$ cat src/logic/llc_pkg.sv
package llc_pkg;

    localparam int LLC_WAYS       = 4;
    localparam int LLC_SETS       = 16;
    localparam int WORD_BITS      = 32;
    localparam int WORDS_PER_LINE = 4;
    localparam int ADDR_BITS      = 16;
    localparam int SET_BITS       = 4;
    localparam int TAG_BITS       = ADDR_BITS - SET_BITS;
    localparam int WAY_BITS       = 2;

    typedef logic [WORDS_PER_LINE*WORD_BITS-1:0] line_t;
    typedef logic [ADDR_BITS-1:0]                line_addr_t; // {tag, set}
    typedef logic [SET_BITS-1:0]                 llc_set_t;
    typedef logic [TAG_BITS-1:0]                 llc_tag_t;
    typedef logic [WAY_BITS-1:0]                 llc_way_t;

    typedef enum logic [1:0] {
        LLC_INVALID = 2'b00,
        LLC_VALID   = 2'b01,
        LLC_DIRTY   = 2'b10
    } llc_state_t;

    typedef struct packed {
        llc_state_t state;
        llc_tag_t   tag;
        line_t      line;
    } llc_entry_t;

    typedef struct packed {
        logic       is_write;
        line_addr_t addr;
        line_t      line;
    } llc_req_t;

    // writebacks carry the victim line, fills leave line unused
    typedef struct packed {
        logic       is_write;
        line_addr_t addr;
        line_t      line;
    } llc_mem_req_t;

    // adjacent phases differ in one bit
    typedef enum logic [2:0] {
        PH_DECODE  = 3'b000,
        PH_READ    = 3'b001,
        PH_LOOKUP  = 3'b011,
        PH_PROCESS = 3'b010,
        PH_UPDATE  = 3'b110
    } llc_phase_t;

endpackage

$ cat src/logic/llc_sweep_counter.sv
`timescale 1ns/1ps

module llc_sweep_counter (
    input  logic                clk,
    input  logic                rst,
    input  llc_pkg::llc_phase_t phase_i,
    input  logic                sweeping_i,
    output llc_pkg::llc_set_t   sweep_set_o,
    output logic                last_set_o
);

    assign last_set_o = sweep_set_o == llc_pkg::llc_set_t'(llc_pkg::LLC_SETS - 1);

    always_ff @(posedge clk or negedge rst) begin
        if (!rst) begin
            sweep_set_o <= '0;
        end else if (!sweeping_i) begin
            sweep_set_o <= '0; // next sweep starts at set 0
        end else if (phase_i == llc_pkg::PH_UPDATE) begin
            sweep_set_o <= sweep_set_o + 1'b1; // wraps to 0 after the last set
        end
    end

    assert property (@(posedge clk) disable iff (!rst)
        phase_i != llc_pkg::PH_UPDATE |=> $stable(sweep_set_o));

endmodule

$ cat config.mk
export PLATFORM = sky130hd
export DESIGN_NAME = llc_sweep_counter
export DESIGN_NICKNAME = d
export VERILOG_FILES = /design/src/logic/llc_pkg.sv /design/src/logic/llc_sweep_counter.sv
export SDC_FILE = /design/constraint.sdc
export NUM_CORES = 1
export LEC_CHECK = 0
export BUFFER_PORTS_ARGS = -buffer_cell sky130_fd_sc_hd__buf_2
export CORE_AREA = 3 3 40 42
export DETAILED_ROUTE_END_ITERATION = 10
export DIE_AREA = 0 0 43 45
export SLEW_MARGIN = 20
export SYNTH_ARGS = -nofsm -noshare
export SYNTH_HDL_FRONTEND = slang
export SYNTH_SLANG_ARGS = --single-unit
$ cat constraint.sdc
create_clock -name clk -period 2.7 [get_ports clk]
set_clock_uncertainty 0.1 [all_clocks]
set_input_delay 0.54 -clock clk [delete_from_list [all_inputs] [get_ports clk]]
set_output_delay 0.54 -clock clk [all_outputs]
set_load 0.02 [all_outputs]
==> results.yml <==
status:
  status: "completed"
clocking:
  cts-buffers-inserted: 3
  cts_setup_buffers: 0
  ctsResizeCount: 0
  cts_tree: "built"
  htreeDepth: 1
  clock_path_buffers: 2
  clk_pin_slew_ns: 0.04
  insertion_delay_ns: 0.23
  cts-root-buf: "clkbuf_4"
  cts_sinks: 4
finish:
  largest_register: "sweep_set_o"
  n_antenna_cell: 0
  area_growth_pct: 46.6
  reg.largest.list: "sweep_set_o (4)"
  n_fill_cell: 144
  fin_nets: 41
  largest_reg_flops: 4
  drive_above_1_share_pct: 43.8
timing:
  fin_tns_setup_ns: 0
  timing.fmax_mhz: 543
  rsz0062_at_grt: "no"
  period_share_pct: 68.2
  period_needed_ns: 1.84
  worst_pin_slew_ns: 0.144
  relSlewSlack_pct: 90.1
  final-setup-viol-count: 0
  finalMaxSlewViolations: 0
  hold_violations: 0
route:
  ant_nets: 0
  wl_per_cell_um: 9.91
  via_per_inst: 3.91
  vias: 184
  wl_um: 466
  drt_iter0_markers: 0
  drtPass1Iterations: 1
  route.detailed.drc: 0
global_routing:
  antenna_found_initial: 0
  grt_max_degree: 5
  grt.overflow.total: 0
  grt_usage_pct: 5.85
  grt_pass1_vias: 171
  grt_pass1_wl_um: 738
pwr:
  p_per_area_nw_per_um2: 476
  swShare_pct: 21.4
  p_int_mw: 0.119
  p_sw_mw: 0.0326
  cellLeakagePower_nw: 0.178
  power_frac_comb_pct: 10.2
  p_seq_share_pct: 41.4
  p_total_mw: 0.152
  ir_worst_vdd_mv: 0.117
  clkPwrFrac_pct: 48.4
synthesis:
  synth_edf_count: 0
  synth_area_um2: 218
  synth_seq_cells: 4
  synth_common_cells: "dfrtp_1 (4), and2_1 (2), xnor2_1 (2)"
  synth_cell_type_count: 13
  async_flop_share_pct: 100
  yosysWarnings: 0
  ys_top_cells_by_area: "dfrtp_1 (46%), nand3b_4 (9.2%), xnor2_1 (8.0%)"
  ys_seq_area_share_pct: 46.0
  synth_area_leader_cell: "dfrtp_1"
  synth_top_cell_area_share_pct: 46.0
  synth.most_common_cell: "dfrtp_1"
  syn_avg_cell_area_um2: 12.1
  syn-num-nets: 25
  synth-main-ff-cell: "dfrtp_1"
  syn_inst: 18
job:
  maxCapViolCount: 0
critical_path:
  slowest_stage: "dfrtp_1"
  cp_num_buf_inv: 1
  crit_required_ns: 2.06
  path_max_fanout: 4
  critical-path-max-stage-delay_ns: 0.42
  cp-start-kind: "flip-flop"
  cp_num_cells: 3
  path_class: "reg -> out"
  arrival_ns: 1.20
  cp_top_family: "flip-flops"
  path_cells: "ha_1 -> and3_1 -> buf_2"
  reg2reg_depth: 4
  cp-end-kind: "output port"
placement:
  portBuffers: 10
  globalplace.congestion: 0.651
floorplanning:
  die_h_um: 45
  initial_core_util_pct: 16.9
  chipWidth_um: 43
  die-area_um2: 1940
  core_um2: 1280
  rows: 13
  ios: 11
hold_path:
  worstHoldPathCells: 2
  holdCritPathClass: "in -> reg"
==> cells by family after synthesis <==
group	synth area share, %
adder cells (fa/ha/maj)	5.75
AO/OA/AOI/OAI	5.75
AND/OR/NAND/NOR	29.9
flip-flops	46.0
XOR/XNOR	8.05
multiplexers	4.60
==> layer usage <==
layer / track usage, % / vias to the layer above / part of all wire (%)
li1: - / 93 / -
met1: 7.56 / 76 / 50
met2: 5.99 / 13 / 31
met3: 2.79 / 2 / 15
met4: 7.23 / 0 / 3.0
met5: 0 / - / 0
==> layout by cell type, fill, tap and decap left out, drive strengths merged, types with 2 or more instances in the layout <==
cell type and count:
clkbuf 3, dfrtp 4, buf 10, and2 2, xnor2 2
==> stage by stage <==
stage | hold WS [ns] | instances | setup WS, ns | utilization [%] | area, µm²
finish | 0.453 | 47 | 0.860 | 24.8 | 319
global route | 0.453 | 47 | 0.811 | 24.8 | 319
CTS | 0.444 | 47 | 0.852 | 24.8 | 319
detailed placement | 0.248 | 43 | 1.11 | 22.3 | 287
global placement | 0.249 | 43 | 1.11 | 22.3 | 287
floorplan | 0.144 | 18 | 1.12 | - | 218
==> layout make-up <==
class                   instances  area, µm²  share of cell area [%]
multi-input cells              14        118                    36.9
well taps                      15       18.8                    5.88
flip-flops and latches          4        100                    31.4
clock buffers                   3       22.5                    7.06
repair buffers                 11       60.1                    18.8
==> power groups by stage <==
stage / clock network [mW] / logic [mW] / registers (mW)
global route: 0.0844 / 0.0176 / 0.0629
detailed placement: 0 / 0.0146 / 0.0635
finish: 0.0735 / 0.0155 / 0.0628
global placement: 0 / 0.0144 / 0.0634
CTS: 0.0797 / 0.0158 / 0.0627
floorplan: 0 / 0.00515 / 0.0647
==> repair_timing <==
item / CTS / global route
endpoints found under the setup margin: 0 / 0
endpoints found under the hold margin: 4 / 0
hold buffers: 1 / 0
==> final timing paths <==
kind                                  endpoint            from  slack (ns)
worst max register to register  sweep_set_o[2]  sweep_set_o[0]        1.48
worst min-delay path            sweep_set_o[0]      sweeping_i        0.45
worst min register to register  sweep_set_o[3]  sweep_set_o[3]        0.48
worst max-delay path                last_set_o  sweep_set_o[0]        0.86
min in group asynchronous       sweep_set_o[0]             rst        0.54
max in group asynchronous       sweep_set_o[3]             rst        1.84
Power figures use the tool's default switching activity.
