File: config.mk
export PLATFORM = sky130hd
export DESIGN_NAME = llc_op_register
export DESIGN_NICKNAME = d
export VERILOG_FILES = /design/src/logic/llc_pkg.sv /design/src/logic/llc_op_register.sv
export SDC_FILE = /design/constraint.sdc
export NUM_CORES = 1
export LEC_CHECK = 0
export ABC_CLOCK_PERIOD_IN_PS = 800
export BUFFER_PORTS_ARGS = -buffer_cell sky130_fd_sc_hd__buf_2
export CORE_MARGIN = 10
export CORE_UTILIZATION = 42
export CTS_BUF_LIST = sky130_fd_sc_hd__clkbuf_4 sky130_fd_sc_hd__clkbuf_8
export DETAILED_ROUTE_END_ITERATION = 7
export GPL_ROUTABILITY_DRIVEN = 0
export PLACE_DENSITY = 0.79
export RECOVER_POWER = 25
export SLEW_MARGIN = 20
export SYNTH_ARGS = -nofsm -noshare
export SYNTH_HDL_FRONTEND = slang
export SYNTH_SLANG_ARGS = --single-unit
File: constraint.sdc
create_clock -name clk -period 0.8 [get_ports clk]
set_clock_uncertainty 0.05 [all_clocks]
set_input_delay 0.08 -clock clk [delete_from_list [all_inputs] [get_ports clk]]
set_output_delay 0.08 -clock clk [all_outputs]
set_load 0.05 [all_outputs]
File: src/logic/llc_pkg.sv
package llc_pkg;

    localparam int LLC_WAYS       = 4;
    localparam int LLC_SETS       = 16;
    localparam int WORD_BITS      = 32;
    localparam int WORDS_PER_LINE = 4;
    localparam int ADDR_BITS      = 16;
    localparam int SET_BITS       = 4;
    localparam int TAG_BITS       = ADDR_BITS - SET_BITS;
    localparam int WAY_BITS       = 2;

    typedef logic [WORDS_PER_LINE*WORD_BITS-1:0] line_t;
    typedef logic [ADDR_BITS-1:0]                line_addr_t; // {tag, set}
    typedef logic [SET_BITS-1:0]                 llc_set_t;
    typedef logic [TAG_BITS-1:0]                 llc_tag_t;
    typedef logic [WAY_BITS-1:0]                 llc_way_t;

    typedef enum logic [1:0] {
        LLC_INVALID = 2'b00,
        LLC_VALID   = 2'b01,
        LLC_DIRTY   = 2'b10
    } llc_state_t;

    typedef struct packed {
        llc_state_t state;
        llc_tag_t   tag;
        line_t      line;
    } llc_entry_t;

    typedef struct packed {
        logic       is_write;
        line_addr_t addr;
        line_t      line;
    } llc_req_t;

    // writebacks carry the victim line, fills leave line unused
    typedef struct packed {
        logic       is_write;
        line_addr_t addr;
        line_t      line;
    } llc_mem_req_t;

    // adjacent phases differ in one bit
    typedef enum logic [2:0] {
        PH_DECODE  = 3'b000,
        PH_READ    = 3'b001,
        PH_LOOKUP  = 3'b011,
        PH_PROCESS = 3'b010,
        PH_UPDATE  = 3'b110
    } llc_phase_t;

endpackage

File: src/logic/llc_op_register.sv
`timescale 1ns/1ps

module llc_op_register (
    input  logic              clk,
    input  logic              rst,
    input  logic              take_req_i,
    input  llc_pkg::llc_req_t req_i,
    input  logic              sweeping_i,
    input  llc_pkg::llc_set_t sweep_set_i,
    output llc_pkg::llc_set_t cur_set_o,
    output llc_pkg::llc_tag_t cur_tag_o,
    output llc_pkg::llc_req_t cur_req_o
);

    // held from DECODE until the next request is taken
    always_ff @(posedge clk or negedge rst) begin
        if (!rst) begin
            cur_req_o <= '0;
        end else if (take_req_i) begin
            cur_req_o <= req_i;
        end
    end

    assign cur_tag_o = cur_req_o.addr[llc_pkg::ADDR_BITS-1:llc_pkg::SET_BITS];

    // sweeps walk the counter, requests use their own set bits
    assign cur_set_o = sweeping_i ? sweep_set_i : cur_req_o.addr[llc_pkg::SET_BITS-1:0];

endmodule

==> results.sh <==
export IMPL_cts_buffer_depth=2
export IMPL_met3_usage_pct=9.90
export IMPL_gr_usage_met2_pct=47.3
export IMPL_r2r_slack_ps=-330
export IMPL_cap_violations=0
export IMPL_slew_limit_headroom_pct=60.7
export IMPL_cts_sinks=145
export IMPL_die_w_um=137
export IMPL_synth_nets=475
export IMPL_dr_pass1_iters=4
export IMPL_antenna_left=0
export IMPL_post_route_period_util_pct=182
export IMPL_netlist_top_cells_area="dfrtp_1 64%, mux2_2 20%, mux2_4 13%"
export IMPL_worstPathArrival_ps=1330
export IMPL_leakage_nw=5.41
export IMPL_crit_chain="mux2_4, buf_6"
export IMPL_drive_above_1_share_pct=83.2
export IMPL_hold_viol_final=0
export IMPL_cts_root_buf="clkbuf_8"
export IMPL_cts_htree_levels=4
export IMPL_numCtsBuffers=17
export IMPL_wl_per_cell_um=27.0
export IMPL_clk_latency_ps=450
export IMPL_yosysTopAreaCellShare_pct=63.6
export IMPL_fmax_ghz=0.686
export IMPL_max_slew_worst_pin_slew_ps=590
export IMPL_largest_register_ffs=145
export IMPL_dpl_hpwl_mm=13.5
export IMPL_yosysTopAreaCell="dfrtp_1"
export IMPL_violations="setup timing"
export IMPL_fin_total_pwr_mw=23.9
export IMPL_critPathBufInv=1
export IMPL_grt_use_met1_pct=25.5
export IMPL_grt_pass1_vias=5968
export IMPL_grt_max_degree=39
export IMPL_slowest_stage="dfrtp_2"
export IMPL_coreArea_sq_um=13300
export IMPL_max_stage_delay_ps=440
export IMPL_cp_start_kind="register"
export IMPL_nets=1007
export IMPL_clk_pin_slew_worst_paths_ps=90
export IMPL_grt_antenna_before_repair=9
export IMPL_syn_area_sq_um=5710
export IMPL_min_period_ps=1460
export IMPL_drv_slew=0
export IMPL_grt_pass1_wl_mm=36.3
export IMPL_avgViaCountPerCell=5.00
export IMPL_critical_path_top_delay_family="flip-flops"
export IMPL_drt_wl_total_mm=28.4
export IMPL_reg_largest_list="cur_req_o x145"
export IMPL_avgSynthCellArea_sq_um=17.7
export IMPL_fillCellCount=542
export IMPL_finalSetupViolations=441
export IMPL_fin_util_pct=86.3
export IMPL_critical_path_class="register to output pin"
export IMPL_placed_cell_area_sq_um=7720
export IMPL_status="finished, violations left"
export IMPL_cts_tree="built"
export IMPL_yosysUniqueCellTypes=6
export IMPL_critPathRequiredTime_ps=670
export IMPL_initial_utilization_pct=42.9
export IMPL_drt_iter0_drc=335
export IMPL_setup_slack_ps=-657
export IMPL_p_per_area_nw_per_um2=2080
export IMPL_crit_path_end_kind="output pin"
export IMPL_rsz0062_at_grt="yes"
export IMPL_vdd_drop_max_v=0.00163
export IMPL_busiest_layer="met2"
export IMPL_largest_register="cur_req_o"
export IMPL_netlist_instances=322
export IMPL_drc=0
export IMPL_hp_class="input port to async pin"
export IMPL_ys_seq_area_share_pct=63.6
export IMPL_die_y_um=137
export IMPL_rows=42
export IMPL_synth_seq_cells=145
export IMPL_grt_overflow=0
export IMPL_dieArea_sq_um=18700
export IMPL_vias=5261
export IMPL_ys_warn_count=0
export IMPL_postLayoutCellArea_sq_um=11500
export IMPL_path_max_fanout=2
export IMPL_numPortBuffers=313
export IMPL_track_usage_pct=26.3
export IMPL_syn_to_final_growth_pct=101
export IMPL_boundaryPins=314
-- cell type report --
cell class | instances | area (sq um) | share of cell area [%]
repair buffers | 541 | 5000 | 43.5
flip-flops and latches | 145 | 3810 | 33.2
clock inverters | 14 | 164 | 1.43
well taps | 176 | 220 | 1.92
diodes | 10 | 25.0 | 0.218
clock buffers | 18 | 248 | 2.16
multi-input cells | 149 | 2020 | 17.6
-- per-stage QoR --
| step | std cells | TNS, ps | worst slack (ps) | hold slack [ps] |
|---|---|---|---|---|
| 2_1_floorplan | 322 | -23970 | -216 | -266 |
| 3_3_place_gp | 805 | -27050 | -209 | -110 |
| 3_5_place_dp | 805 | -31160 | -250 | -113 |
| 4_1_cts | 1011 | -72840 | -643 | -26.4 |
| 5_1_grt | 1051 | -100520 | -697 | 132 |
| 6_report | 1053 | -83540 | -657 | 129 |
-- logic make-up (layout without fill, tap and decap cells) --
group / after synthesis / in the layout / share of synthesized area (%)
mux: 149 / 149 / 32.7
flops: 145 / 145 / 63.6
buf+inv: 28 / 573 / 3.75
other cells: 0 / 10 / 0
-- cell usage in the layout, fill, tap and decap left out --
cell and instances:
dfrtp_2 145, mux2_2 59, clkbuf_8 18, buf_2 150, clkinvlp_4 6, clkbuf_2 1
clkinv_2 4, mux2_4 90, buf_6 206, bufinv_16 3, dlygate4sd3_1 146, diode_2 10
inv_6 1, buf_4 18, buf_12 5, buf_8 15
-- Yosys cell counts --
master	number
mux2_4	50
buf_4	12
buf_2	9
buf_6	7
dfrtp_1	145
mux2_2	99
-- layer usage --
metal	wire length, um	vias to the layer above
met1	9290	2664
met2	15300	325
met3	2560	85
met4	1240	2
met5	13	-
li1	-	2185
-- worst paths after layout --
check | from | endpoint | cells past startpoint
setup / recovery | cur_req_o[131] | cur_set_o[3] | 2
hold / removal | rst | cur_req_o[0] | 2
setup reg to reg | cur_req_o[131] | cur_req_o[131] | 3
hold reg to reg | cur_req_o[90] | cur_req_o[90] | 1
max in group asynchronous | rst | cur_req_o[95] | 3
min in group clk | take_req_i | cur_req_o[75] | 3
-- where the power goes --
group | internal (mW) | switching, mW
Sequential | 8.20 | 0.782
Combinational | 3.94 | 4.71
Clock | 3.15 | 3.08
Total | 15.3 | 8.58
-- worst register-to-register path, delay by kind of cell (launching register included) --
family,cells,cell delay [ps]
buffers and inverters,2,270
flip-flops,1,440
multiplexers,1,260
-- timing repair --
item | in CTS | in global routing
resized for setup | 361 | 95
endpoints found under the hold margin | 290 | 0
hold buffers | 146 | 0
buffers inserted | 28 | 56
endpoints found under the setup margin | 306 | 306
Note: power is estimated with default switching activity, not from simulation.
