[src/logic/llc_pkg.sv]
package llc_pkg;

    localparam int LLC_WAYS       = 4;
    localparam int LLC_SETS       = 16;
    localparam int WORD_BITS      = 32;
    localparam int WORDS_PER_LINE = 4;
    localparam int ADDR_BITS      = 16;
    localparam int SET_BITS       = 4;
    localparam int TAG_BITS       = ADDR_BITS - SET_BITS;
    localparam int WAY_BITS       = 2;

    typedef logic [WORDS_PER_LINE*WORD_BITS-1:0] line_t;
    typedef logic [ADDR_BITS-1:0]                line_addr_t; // {tag, set}
    typedef logic [SET_BITS-1:0]                 llc_set_t;
    typedef logic [TAG_BITS-1:0]                 llc_tag_t;
    typedef logic [WAY_BITS-1:0]                 llc_way_t;

    typedef enum logic [1:0] {
        LLC_INVALID = 2'b00,
        LLC_VALID   = 2'b01,
        LLC_DIRTY   = 2'b10
    } llc_state_t;

    typedef struct packed {
        llc_state_t state;
        llc_tag_t   tag;
        line_t      line;
    } llc_entry_t;

    typedef struct packed {
        logic       is_write;
        line_addr_t addr;
        line_t      line;
    } llc_req_t;

    // writebacks carry the victim line, fills leave line unused
    typedef struct packed {
        logic       is_write;
        line_addr_t addr;
        line_t      line;
    } llc_mem_req_t;

    // adjacent phases differ in one bit
    typedef enum logic [2:0] {
        PH_DECODE  = 3'b000,
        PH_READ    = 3'b001,
        PH_LOOKUP  = 3'b011,
        PH_PROCESS = 3'b010,
        PH_UPDATE  = 3'b110
    } llc_phase_t;

endpackage

[src/logic/llc_fsm.sv]
`timescale 1ns/1ps

module llc_fsm (
    input  logic                clk,
    input  logic                rst,
    input  logic                req_valid_i,
    input  logic                sweep_valid_i,
    input  logic                sweep_flush_i,
    input  logic                process_done_i,
    input  logic                last_set_i,
    output llc_pkg::llc_phase_t phase_o,
    output logic                sweeping_o,
    output logic                flush_mode_o,
    output logic                take_req_o,
    output logic                req_ready_o,
    output logic                sweep_ready_o,
    output logic                sweep_done_o
);

    llc_pkg::llc_phase_t next_phase;
    logic                rst_stall;
    logic                take_sweep;

    assign sweep_ready_o = (phase_o == llc_pkg::PH_DECODE) && !sweeping_o;
    assign take_sweep    = sweep_valid_i && sweep_ready_o;
    // a waiting sweep command wins over requests
    assign req_ready_o   = sweep_ready_o && !sweep_valid_i && !rst_stall;
    assign take_req_o    = req_valid_i && req_ready_o;
    assign sweep_done_o  = (phase_o == llc_pkg::PH_UPDATE) && sweeping_o && last_set_i;

    always_comb begin
        next_phase = phase_o;
        case (phase_o)
            llc_pkg::PH_DECODE: begin
                if (sweeping_o || take_sweep || take_req_o) begin
                    next_phase = llc_pkg::PH_READ;
                end
            end
            llc_pkg::PH_READ:    next_phase = llc_pkg::PH_LOOKUP;
            llc_pkg::PH_LOOKUP:  next_phase = llc_pkg::PH_PROCESS;
            llc_pkg::PH_PROCESS: begin
                if (process_done_i) begin
                    next_phase = llc_pkg::PH_UPDATE;
                end
            end
            default:             next_phase = llc_pkg::PH_DECODE; // UPDATE
        endcase
    end

    always_ff @(posedge clk or negedge rst) begin
        if (!rst) begin
            phase_o      <= llc_pkg::PH_DECODE;
            sweeping_o   <= 1'b0;
            flush_mode_o <= 1'b0;
        end else begin
            phase_o <= next_phase;
            if (take_sweep) begin
                sweeping_o   <= 1'b1;
                flush_mode_o <= sweep_flush_i;
            end else if (sweep_done_o) begin
                sweeping_o <= 1'b0;
            end
        end
    end

    // requests stay blocked until a reset sweep has cleared every set
    always_ff @(posedge clk or negedge rst) begin
        if (!rst) begin
            rst_stall <= 1'b1;
        end else if (sweep_done_o && !flush_mode_o) begin
            rst_stall <= 1'b0;
        end
    end

    // the way buffer reports done only while PROCESS waits for it
    assert property (@(posedge clk) disable iff (!rst)
        process_done_i |-> phase_o == llc_pkg::PH_PROCESS);

endmodule

[config.mk]
export PLATFORM = sky130hd
export DESIGN_NAME = llc_fsm
export DESIGN_NICKNAME = d
export VERILOG_FILES = /design/src/logic/llc_pkg.sv /design/src/logic/llc_fsm.sv
export SDC_FILE = /design/constraint.sdc
export NUM_CORES = 1
export LEC_CHECK = 0
export ABC_CLOCK_PERIOD_IN_PS = 1430
export BUFFER_PORTS_ARGS = -buffer_cell sky130_fd_sc_hd__buf_4
export CELL_PAD_IN_SITES_DETAIL_PLACEMENT = 0
export CELL_PAD_IN_SITES_GLOBAL_PLACEMENT = 1
export CORE_AREA = 8 8 45 47
export CTS_CLUSTER_DIAMETER = 100
export DETAILED_ROUTE_END_ITERATION = 10
export DIE_AREA = 0 0 53 55
export HOLD_SLACK_MARGIN = 0.08
export PLACE_DENSITY_LB_ADDON = 0.3
export REMOVE_ABC_BUFFERS = 1
export SLEW_MARGIN = 5
export SYNTH_ARGS = -nofsm -noshare
export SYNTH_HDL_FRONTEND = slang
export SYNTH_SLANG_ARGS = --single-unit
export TNS_END_PERCENT = 1
[constraint.sdc]
create_clock -name clk -period 1.43 [get_ports clk]
set_clock_uncertainty 0.2 [all_clocks]
set_input_delay 0.286 -clock clk [delete_from_list [all_inputs] [get_ports clk]]
set_output_delay 0.286 -clock clk [all_outputs]
set_load 0.03 [all_outputs]
==> metrics.yaml, run 1 <==
via_count: 285
hold_path.class: "in -> reg"
worstSkewPairLatency_ns: 0.25
drive_above_1_share_pct: 58.5
fillers: 131
synth_edf_count: 0
ys_types: 15
cts.sinks: 6
rows: 14
antenna_left: 0
period_share_pct: 127
avgRoutedWirePerCell_um: 11.9
initial_utilization_pct: 19.8
crit_chain: "nor4_4 > nand2_1 > nor2_1 > buf_4"
gp_congestion: 0.728
synth-async-reset-ratio_pct: 100
firstDrtPassIters: 4
maxCapViolations: 0
placed_cell_area_um2: 459
boundaryPins: 16
critical-path-top-delay-family: "simple AND/OR/NAND/NOR gates"
setup_viol: 6
dieArea_um2: 2920
via_per_inst: 4.13
synthTopCellsByArea: "dfrtp_1, dfstp_2, nor4_4, mux2_4, nor2_1"
seq_area_frac_synth_pct: 55.3
synthFlopType: "dfrtp_1"
pre_cts_ws_ns: -0.132
syn_avg_cell_area_um2: 11.4
antenna_found_initial: 0
first_global_vias: 315
drc: 0
rsz0062_at_grt: "true"
yosysMostFrequentCell: "dfrtp_1"
cp.required_ns: 0.94
violations: "negative setup slack"
critPathMaxFanout: 2
cts_max_level: 1
r2r_slack_ns: -0.11
track_usage_pct: 6.42
min_period_ns: 1.82
worst-setup-path-type: "reg -> out"
synth_area_um2: 274
post-route-util_pct: 39.8
endpoint_kind: "output port"
hold_violations: 0
yosys-top-cells-count: "dfrtp_1, nor2_1, inv_1, nand2_1"
arrival_ns: 1.33
yosysTopAreaCellShare_pct: 45.7
hpwl_um: 665
grt_pass1_wl_um: 1350
die_x_um: 53
worst_slew_pin_slew_ns: 0.231
critPathBufInv: 1
antenna_cells: 0
yosysWarnings: 0
yosysTopAreaCell: "dfrtp_1"
slew_headroom_pct: 84.5
powerDensity_nw_per_um2: 2120
core_region_area_um2: 1380
drv_slew: 0
cts_tree: "yes"
drt_iter0_drc: 2
root_buffer: "clkbuf_4"
cp_slowest_cell: "dfrtp_1"
p_leak_nw: 0.274
path_clk_slew_ns: 0.05
syn2layout_area_growth_pct: 101
start_kind: "flop"
io_buffer_count: 15
stdcell_area_um2: 551
die_h_um: 55
ys_ff_latch: 6
grt_max_degree: 7
routed_wl_um: 822
status: "finished, violations left"
fmax_mhz: 550
cpPeakStageDelay_ns: 0.40
peakVddDrop_mv: 0.788
hold_ws_ns: 0.105
worst_slack_ns: -0.387
nNetsFinal: 61
netlist_instances: 24
cts_buffer_depth: 2
numCtsBuffers: 3
setup_tns_ns: -1.51
overflow: 0
what timing repair did:
item                       CTS  global route
gates resized for setup      9             1
hold buffers                 3             0
hold endpoints to repair     8             0
setup buffers                0             0
pin swaps                    5             0
setup endpoints to repair   10             9
where the power goes:
part / internal (mW) / switching (mW) / leakage [nW]
registers: 0.239 / 0.0767 / 0.0696
logic: 0.350 / 0.329 / 0.190
clock network: 0.106 / 0.0681 / 0.0150
total: 0.695 / 0.474 / 0.274
stage by stage:
stage,std cells,total power [mW]
after floorplan,24,0.614
after global placement,62,0.911
after detailed placement,62,0.914
after CTS,69,1.18
after global routing,69,1.24
final,69,1.17
final cells by class:
| type | instances | area (um2) | area share [%] |
|---|---|---|---|
| multi-input combinational | 16 | 115 | 20.9 |
| clock buffer | 4 | 26.3 | 4.77 |
| sequential | 6 | 153 | 27.7 |
| tap | 16 | 20.0 | 3.64 |
| timing repair buffer | 25 | 229 | 41.6 |
| inverter | 2 | 7.51 | 1.36 |
cells in the final DEF, fill, tap and decap left out:
cell type,instances
a22o_2,1
buf_6,9
nor2_1,4
clkbuf_1,1
nand4_1,1
nor4_4,1
nand2_2,1
mux2_4,1
nor2b_1,1
nand2b_1,1
dfstp_2,1
dfrtp_2,1
clkbuf_4,3
buf_4,13
dfrtp_1,4
nor3_1,1
o21a_1,1
a311oi_1,1
inv_1,2
nand2_1,2
dlygate4sd3_1,3
logic make-up after synthesis:
group,after synthesis,synth area share [%]
and+or+nand+nor,12,26.9
DFF,6,55.3
AOI/OAI and AO/OA,3,9.59
buffers and inverters,2,2.74
muxes,1,5.48
final timing paths:
path | startpoint | endpoint | depth (start not counted)
max | sweeping_o$_DFFE_PN0P_ | take_req_o | 4
min reg2reg | rst_stall$_DFFE_PN1P_ | rst_stall$_DFFE_PN1P_ | 1
max reg2reg | sweeping_o$_DFFE_PN0P_ | flush_mode_o$_DFFE_PN0P_ | 4
min in group asynchronous | rst | phase_o[2]$_DFFE_PN0P_ | 2
max in group asynchronous | rst | rst_stall$_DFFE_PN1P_ | 2
min | sweep_valid_i | sweeping_o$_DFFE_PN0P_ | 2
metal layers:
metal  vias up  global-route usage, %  share of wire, %
li1        141                      -                 -
met1       130                   7.23                45
met2        12                   8.79                43
met3         2                   3.48                10
met4         0                   5.17               1.6
met5         -                      0                 0
sequential cells by signal, indices dropped and copies added, names as in the netlist:
signal        flops
rst_stall         1
flush_mode_o      1
phase_o           3
sweeping_o        1
Note: power is estimated with default switching activity, not from simulation.
==> run 2: changes to the inputs <==
--- a/config.mk
+++ b/config.mk
@@ -9,10 +9,10 @@
 export BUFFER_PORTS_ARGS = -buffer_cell sky130_fd_sc_hd__buf_4
 export CELL_PAD_IN_SITES_DETAIL_PLACEMENT = 0
 export CELL_PAD_IN_SITES_GLOBAL_PLACEMENT = 1
-export CORE_AREA = 8 8 45 47
+export CORE_AREA = 2 2 39 41
 export CTS_CLUSTER_DIAMETER = 100
 export DETAILED_ROUTE_END_ITERATION = 10
-export DIE_AREA = 0 0 53 55
+export DIE_AREA = 0 0 41 43
 export HOLD_SLACK_MARGIN = 0.08
 export PLACE_DENSITY_LB_ADDON = 0.3
 export REMOVE_ABC_BUFFERS = 1
==> run 2 against run 1 <==
Compared with the run above:
- the run still ends with negative setup slack left
- critical path depth did not move
- sequential power barely moved
- power rose by 1.5%
- fmax rose by 1.7%
- core utilization rose by 0.54 points
- sequential share of layout area fell by 0.37 points
- sequential cell count did not move
- combinational power rose by 3%
- count of clock-buffer cells in the layout did not move
- setup slack improved by 0.031 ns
==> metrics.yaml, run 2 (synthesized netlist as in run 1, its figures left out) <==
endpoint_kind: "output port"  # unchanged
grt_pass1_wl_um: 1240  # was 1350 um
drt_iter0_drc: 2  # unchanged
cts_max_level: 1  # unchanged
cts.sinks: 6  # unchanged
path_clk_slew_ns: 0.05  # about the same
avgRoutedWirePerCell_um: 10.6  # was 11.9 um
hpwl_um: 590  # was 665 um
cts_setup_buffers: 0  # unchanged
worst_slew_pin_slew_ns: 0.213  # was 0.231 ns
fmax_mhz: 560  # was 550 MHz
io_buffer_count: 15  # unchanged
worst_slack_ns: -0.356  # was -0.387 ns
fillers: 142  # was 131
initial_utilization_pct: 19.8  # unchanged
largest-register: "phase_o"  # unchanged
critPathBufInv: 1  # unchanged
layout_common_cells: "buf_4, buf_6, nor2_1, dfrtp_1"  # unchanged
post-route-util_pct: 40.3  # was 39.8%
gp_congestion: 0.717  # was 0.728
cts_buffer_depth: 2  # unchanged
via_count: 291  # was 285
period_share_pct: 125  # was 127%
overflow: 0  # unchanged
routed_wl_um: 734  # was 822 um
dieArea_um2: 1760  # was 2920 um2
via_per_inst: 4.22  # was 4.13
setup_tns_ns: -1.41  # was -1.51 ns
nNetsFinal: 61  # unchanged
cp.required_ns: 0.94  # about the same
numCtsBuffers: 3  # unchanged
hold_ws_ns: 0.0956  # was 0.105 ns
critPathMaxFanout: 2  # unchanged
hold_violations: 0  # unchanged
cp_slowest_cell: "dfrtp_1"  # unchanged
largest_reg_flops: 3  # unchanged
maxCapViolations: 0  # unchanged
boundaryPins: 16  # unchanged
crit_chain: "nor4_4 > nand2_1 > nor2_1 > buf_4"  # unchanged
cpPeakStageDelay_ns: 0.40  # about the same
slew_headroom_pct: 85.7  # was 84.5%
rows: 14  # unchanged
status: "finished, violations left"  # unchanged
min_period_ns: 1.79  # was 1.82 ns
firstDrtPassIters: 2  # was 4
final_common_cell: "buf_4"  # unchanged
worst-setup-path-type: "reg -> out"  # unchanged
cts_tree: "yes"  # unchanged
track_usage_pct: 10.9  # was 6.42%
drive_above_1_share_pct: 60.4  # was 58.5%
antenna_cells: 0  # unchanged
arrival_ns: 1.30  # was 1.33 ns
powerDensity_nw_per_um2: 2130  # was 2120 nW/um2
total_power_mw: 1.19  # was 1.17 mW
rsz0062_at_grt: "true"  # unchanged
antenna_found_initial: 0  # unchanged
p_leak_nw: 0.281  # was 0.274 nW
root_buffer: "clkbuf_4"  # unchanged
die_h_um: 43  # was 55 um
grt_max_degree: 7  # unchanged
setup_viol: 6  # unchanged
stdcell_area_um2: 558  # was 551 um2
drc: 0  # unchanged
first_global_vias: 296  # was 315
syn2layout_area_growth_pct: 104  # was 101%
antenna_left: 0  # unchanged
start_kind: "flop"  # unchanged
violations: "negative setup slack"  # unchanged
critical-path-top-delay-family: "simple AND/OR/NAND/NOR gates"  # unchanged
hold_path.class: "in -> reg"  # unchanged
worstSkewPairLatency_ns: 0.24  # was 0.25 ns
placed_cell_area_um2: 459  # unchanged
die_x_um: 41  # was 53 um
drv_slew: 0  # unchanged
core_region_area_um2: 1380  # unchanged
peakVddDrop_mv: 0.673  # was 0.788 mV
-- run 2: layout make-up --
| class | count | area [um2] | area share, % |
|---|---|---|---|
| timing repair buffer | 25 | 229 | 41.0 |
| multi-input combinational | 16 | 123 | 22.0 |
| sequential | 6 | 153 | 27.4 |
| clock buffer | 4 | 26.3 | 4.71 |
| inverter | 2 | 7.51 | 1.35 |
| tap | 16 | 20.0 | 3.59 |
-- run 2: metal layers --
metal  vias up  global-route usage, %  wire, um
met5         -                      0         0
met4         0                   8.00         4
met3         2                   4.71        45
met2        10                   14.1       337
met1       137                   13.7       347
li1        142                      -         -
-- run 2: what timing repair did --
| item | in CTS | in global routing |
|---|---|---|
| resized for setup | 9 | 3 |
| pin swaps | 5 | 1 |
| hold buffers | 3 | 0 |
| setup endpoints to repair | 10 | 11 |
| endpoints found under the hold margin | 8 | 0 |
-- run 2: stage by stage --
stage	setup slack [ns]	std cells
after floorplan	-0.823	24
after CTS	-0.382	69
after global routing	-0.461	69
after global placement	-0.0954	62
after detailed placement	-0.118	62
final	-0.356	69
-- run 2: worst paths after layout --
check | start | endpoint | slack, ns | depth (start not counted)
min reg2reg | rst_stall$_DFFE_PN1P_ | rst_stall$_DFFE_PN1P_ | 0.27 | 1
min | sweep_valid_i | sweeping_o$_DFFE_PN0P_ | 0.1 | 2
max in group asynchronous | rst | rst_stall$_DFFE_PN1P_ | 0.63 | 2
min in group asynchronous | rst | flush_mode_o$_DFFE_PN0P_ | 0.20 | 2
max reg2reg | sweeping_o$_DFFE_PN0P_ | flush_mode_o$_DFFE_PN0P_ | -0.10 | 4
max | sweeping_o$_DFFE_PN0P_ | take_req_o | -0.36 | 4
-- run 2: worst register-to-register path, stage by stage, from the launching register on --
cell     delay (ns)
dfrtp_1        0.40
nor4_4         0.29
buf_4          0.18
nand2_2        0.05
mux2_4         0.29
-- run 2: where the power goes --
| part | switching [mW] | total (mW) | internal, mW |
|---|---|---|---|
| Combinational | 0.331 | 0.697 | 0.365 |
| Clock | 0.0657 | 0.172 | 0.106 |
| Sequential | 0.0790 | 0.318 | 0.239 |
==> run 3: changes to the inputs <==
--- a/config.mk
+++ b/config.mk
@@ -16,6 +16,7 @@
 export HOLD_SLACK_MARGIN = 0.08
 export PLACE_DENSITY_LB_ADDON = 0.3
 export REMOVE_ABC_BUFFERS = 1
+export SKIP_CTS_REPAIR_TIMING = 1
 export SLEW_MARGIN = 5
 export SYNTH_ARGS = -nofsm -noshare
 export SYNTH_HDL_FRONTEND = slang
==> run 3 against run 2 <==
Compared with the run above:
- the run still ends with negative setup slack left
- non-clock buffer count stayed put
- worst hold slack did not move
- count of clock-buffer cells in the layout unchanged
- power shrank 3.2%
- sequential share of layout area up 0.76 points
- global-route usage is 0.20 points lower
- register-to-register slack hardly changed
- via count fell by 0.69%
- sequential power hardly changed
- cell count unchanged
- routed wire length decreased by 0.95%
==> metrics.yaml, run 3 (synthesized netlist as in run 1, its figures left out) <==
drive_above_1_share_pct: 58.5  # was 60.4%
fmax_mhz: 560  # unchanged
switching_share_pct: 40.4  # was 40.1%
first_global_vias: 281  # was 296
critical_path.endpoint: "take_req_o"  # unchanged
hold_path.class: "in -> reg"  # unchanged
antenna_cells: 0  # unchanged
grt_pass1_wl_um: 1210  # was 1240 um
die_x_um: 41  # unchanged
combPwrFrac_pct: 57.6  # was 58.7%
slew_headroom_pct: 85.7  # unchanged
cp_slowest_cell: "dfrtp_1"  # unchanged
fin_cells: 69  # unchanged
status: "finished, violations left"  # unchanged
dieArea_um2: 1760  # unchanged
clkPwrFrac_pct: 15.0  # was 14.5%
gp_congestion: 0.717  # unchanged
rows: 14  # unchanged
antenna_left: 0  # unchanged
die_h_um: 43  # unchanged
intPower_mw: 0.684  # was 0.710 mW
firstDrtPassIters: 2  # unchanged
p_leak_nw: 0.272  # was 0.281 nW
via_per_inst: 4.19  # was 4.22
hold_violations: 0  # unchanged
r2r-start: "sweeping_o$_DFFE_PN0P_"  # unchanged
cp.required_ns: 0.94  # about the same
sequentialPowerShare_pct: 27.5  # was 26.8%
startpoint: "sweeping_o$_DFFE_PN0P_"  # unchanged
overflow: 0  # unchanged
cts_max_level: 1  # unchanged
post-route-util_pct: 39.2  # was 40.3%
initial_utilization_pct: 19.8  # unchanged
drc: 0  # unchanged
syn2layout_area_growth_pct: 98.2  # was 104%
avgRoutedWirePerCell_um: 10.5  # was 10.6 um
crit_chain: "nor4_4 > nand2_1 > nor2_1 > buf_4"  # unchanged
root_buffer: "clkbuf_4"  # unchanged
via_count: 289  # was 291
cpPeakStageDelay_ns: 0.40  # about the same
drv_slew: 0  # unchanged
hpwl_um: 590  # unchanged
largest-register: "phase_o"  # unchanged
r2r-end: "flush_mode_o$_DFFE_PN0P_"  # unchanged
powerDensity_nw_per_um2: 2110  # was 2130 nW/um2
final_common_cell: "buf_4"  # unchanged
start_kind: "flop"  # unchanged
setup_viol: 7  # was 6
endpoint_kind: "output port"  # unchanged
critPathMaxFanout: 2  # unchanged
drt_iter0_drc: 2  # unchanged
min_period_ns: 1.79  # unchanged
io_buffer_count: 15  # unchanged
nNetsFinal: 61  # unchanged
core_region_area_um2: 1380  # unchanged
r2r_slack_ns: -0.10  # about the same
worstSkewPairLatency_ns: 0.24  # about the same
routed_wl_um: 727  # was 734 um
cts.sinks: 6  # unchanged
violations: "negative setup slack"  # unchanged
track_usage_pct: 10.7  # was 10.9%
period_share_pct: 125  # unchanged
grt_max_degree: 7  # unchanged
cts_buffer_depth: 2  # unchanged
antenna_found_initial: 0  # unchanged
worst_slack_ns: -0.356  # unchanged
cts_tree: "yes"  # unchanged
worst_r2r_path_depth: 4  # unchanged
largest_reg_flops: 3  # unchanged
peakVddDrop_mv: 0.652  # was 0.673 mV
worst-setup-path-type: "reg -> out"  # unchanged
placedCellCount: 62  # unchanged
numCtsBuffers: 3  # unchanged
rsz0062_at_grt: "true"  # unchanged
worst_slew_pin_slew_ns: 0.213  # unchanged
boundaryPins: 16  # unchanged
layout_common_cells: "buf_4, buf_6, nor2_1, dfrtp_1"  # unchanged
arrival_ns: 1.30  # about the same
hold_ws_ns: 0.0956  # unchanged
maxCapViolations: 0  # unchanged
p_sw_mw: 0.464  # was 0.476 mW
path_clk_slew_ns: 0.05  # about the same
-- run 3: metrics by stage --
stage	total power [mW]	setup TNS, ns	area (um2)	setup WS, ns
floorplan	0.614	-3.08	274	-0.823
global placement	0.904	-0.467	459	-0.0954
detailed placement	0.909	-0.485	459	-0.118
finish	1.15	-1.47	543	-0.356
global route	1.22	-2.12	543	-0.461
CTS	1.09	-1.76	485	-0.394
-- run 3: critical path, delay by kind of cell, from the launching register on --
kind,cells,cell delay [ns]
flip-flops,1,0.40
AND/OR/NAND/NOR,3,0.48
buffers and inverters,1,0.16
-- run 3: power by group through the flow --
stage / registers [mW] / logic [mW] / clock network, mW
3_3_place_gp: 0.308 / 0.597 / 0
6_report: 0.315 / 0.661 / 0.172
4_1_cts: 0.307 / 0.602 / 0.180
2_1_floorplan: 0.456 / 0.157 / 0
3_5_place_dp: 0.310 / 0.600 / 0
5_1_grt: 0.323 / 0.706 / 0.191
-- run 3: metal layers --
layer | GRT usage (%) | wire length, um | vias to the layer above
met5 | 0 | 0 | -
met4 | 8.00 | 4 | 0
met3 | 5.24 | 51 | 2
met2 | 13.4 | 339 | 10
met1 | 13.4 | 332 | 136
li1 | - | - | 141
-- run 3: how the worst min path moves through the flow --
stage                  start                       end  slack [ns]  cells after the start
6_report       sweep_valid_i    sweeping_o$_DFFE_PN0P_         0.1                      2
5_1_grt        sweep_valid_i    sweeping_o$_DFFE_PN0P_         0.1                      2
4_1_cts                  rst  flush_mode_o$_DFFE_PN0P_       -0.37                      1
3_5_place_dp             rst    sweeping_o$_DFFE_PN0P_       -0.10                      1
3_3_place_gp             rst    phase_o[0]$_DFFE_PN0P_       -0.10                      1
2_1_floorplan            rst  flush_mode_o$_DFFE_PN0P_       -0.21                      0
-- run 3: cell type report --
class	count	area (um2)
inverter	2	7.51
sequential	6	153
multi-input combinational	16	115
timing repair buffer	25	221
tap	16	20.0
clock buffer	4	26.3
fill	140	841
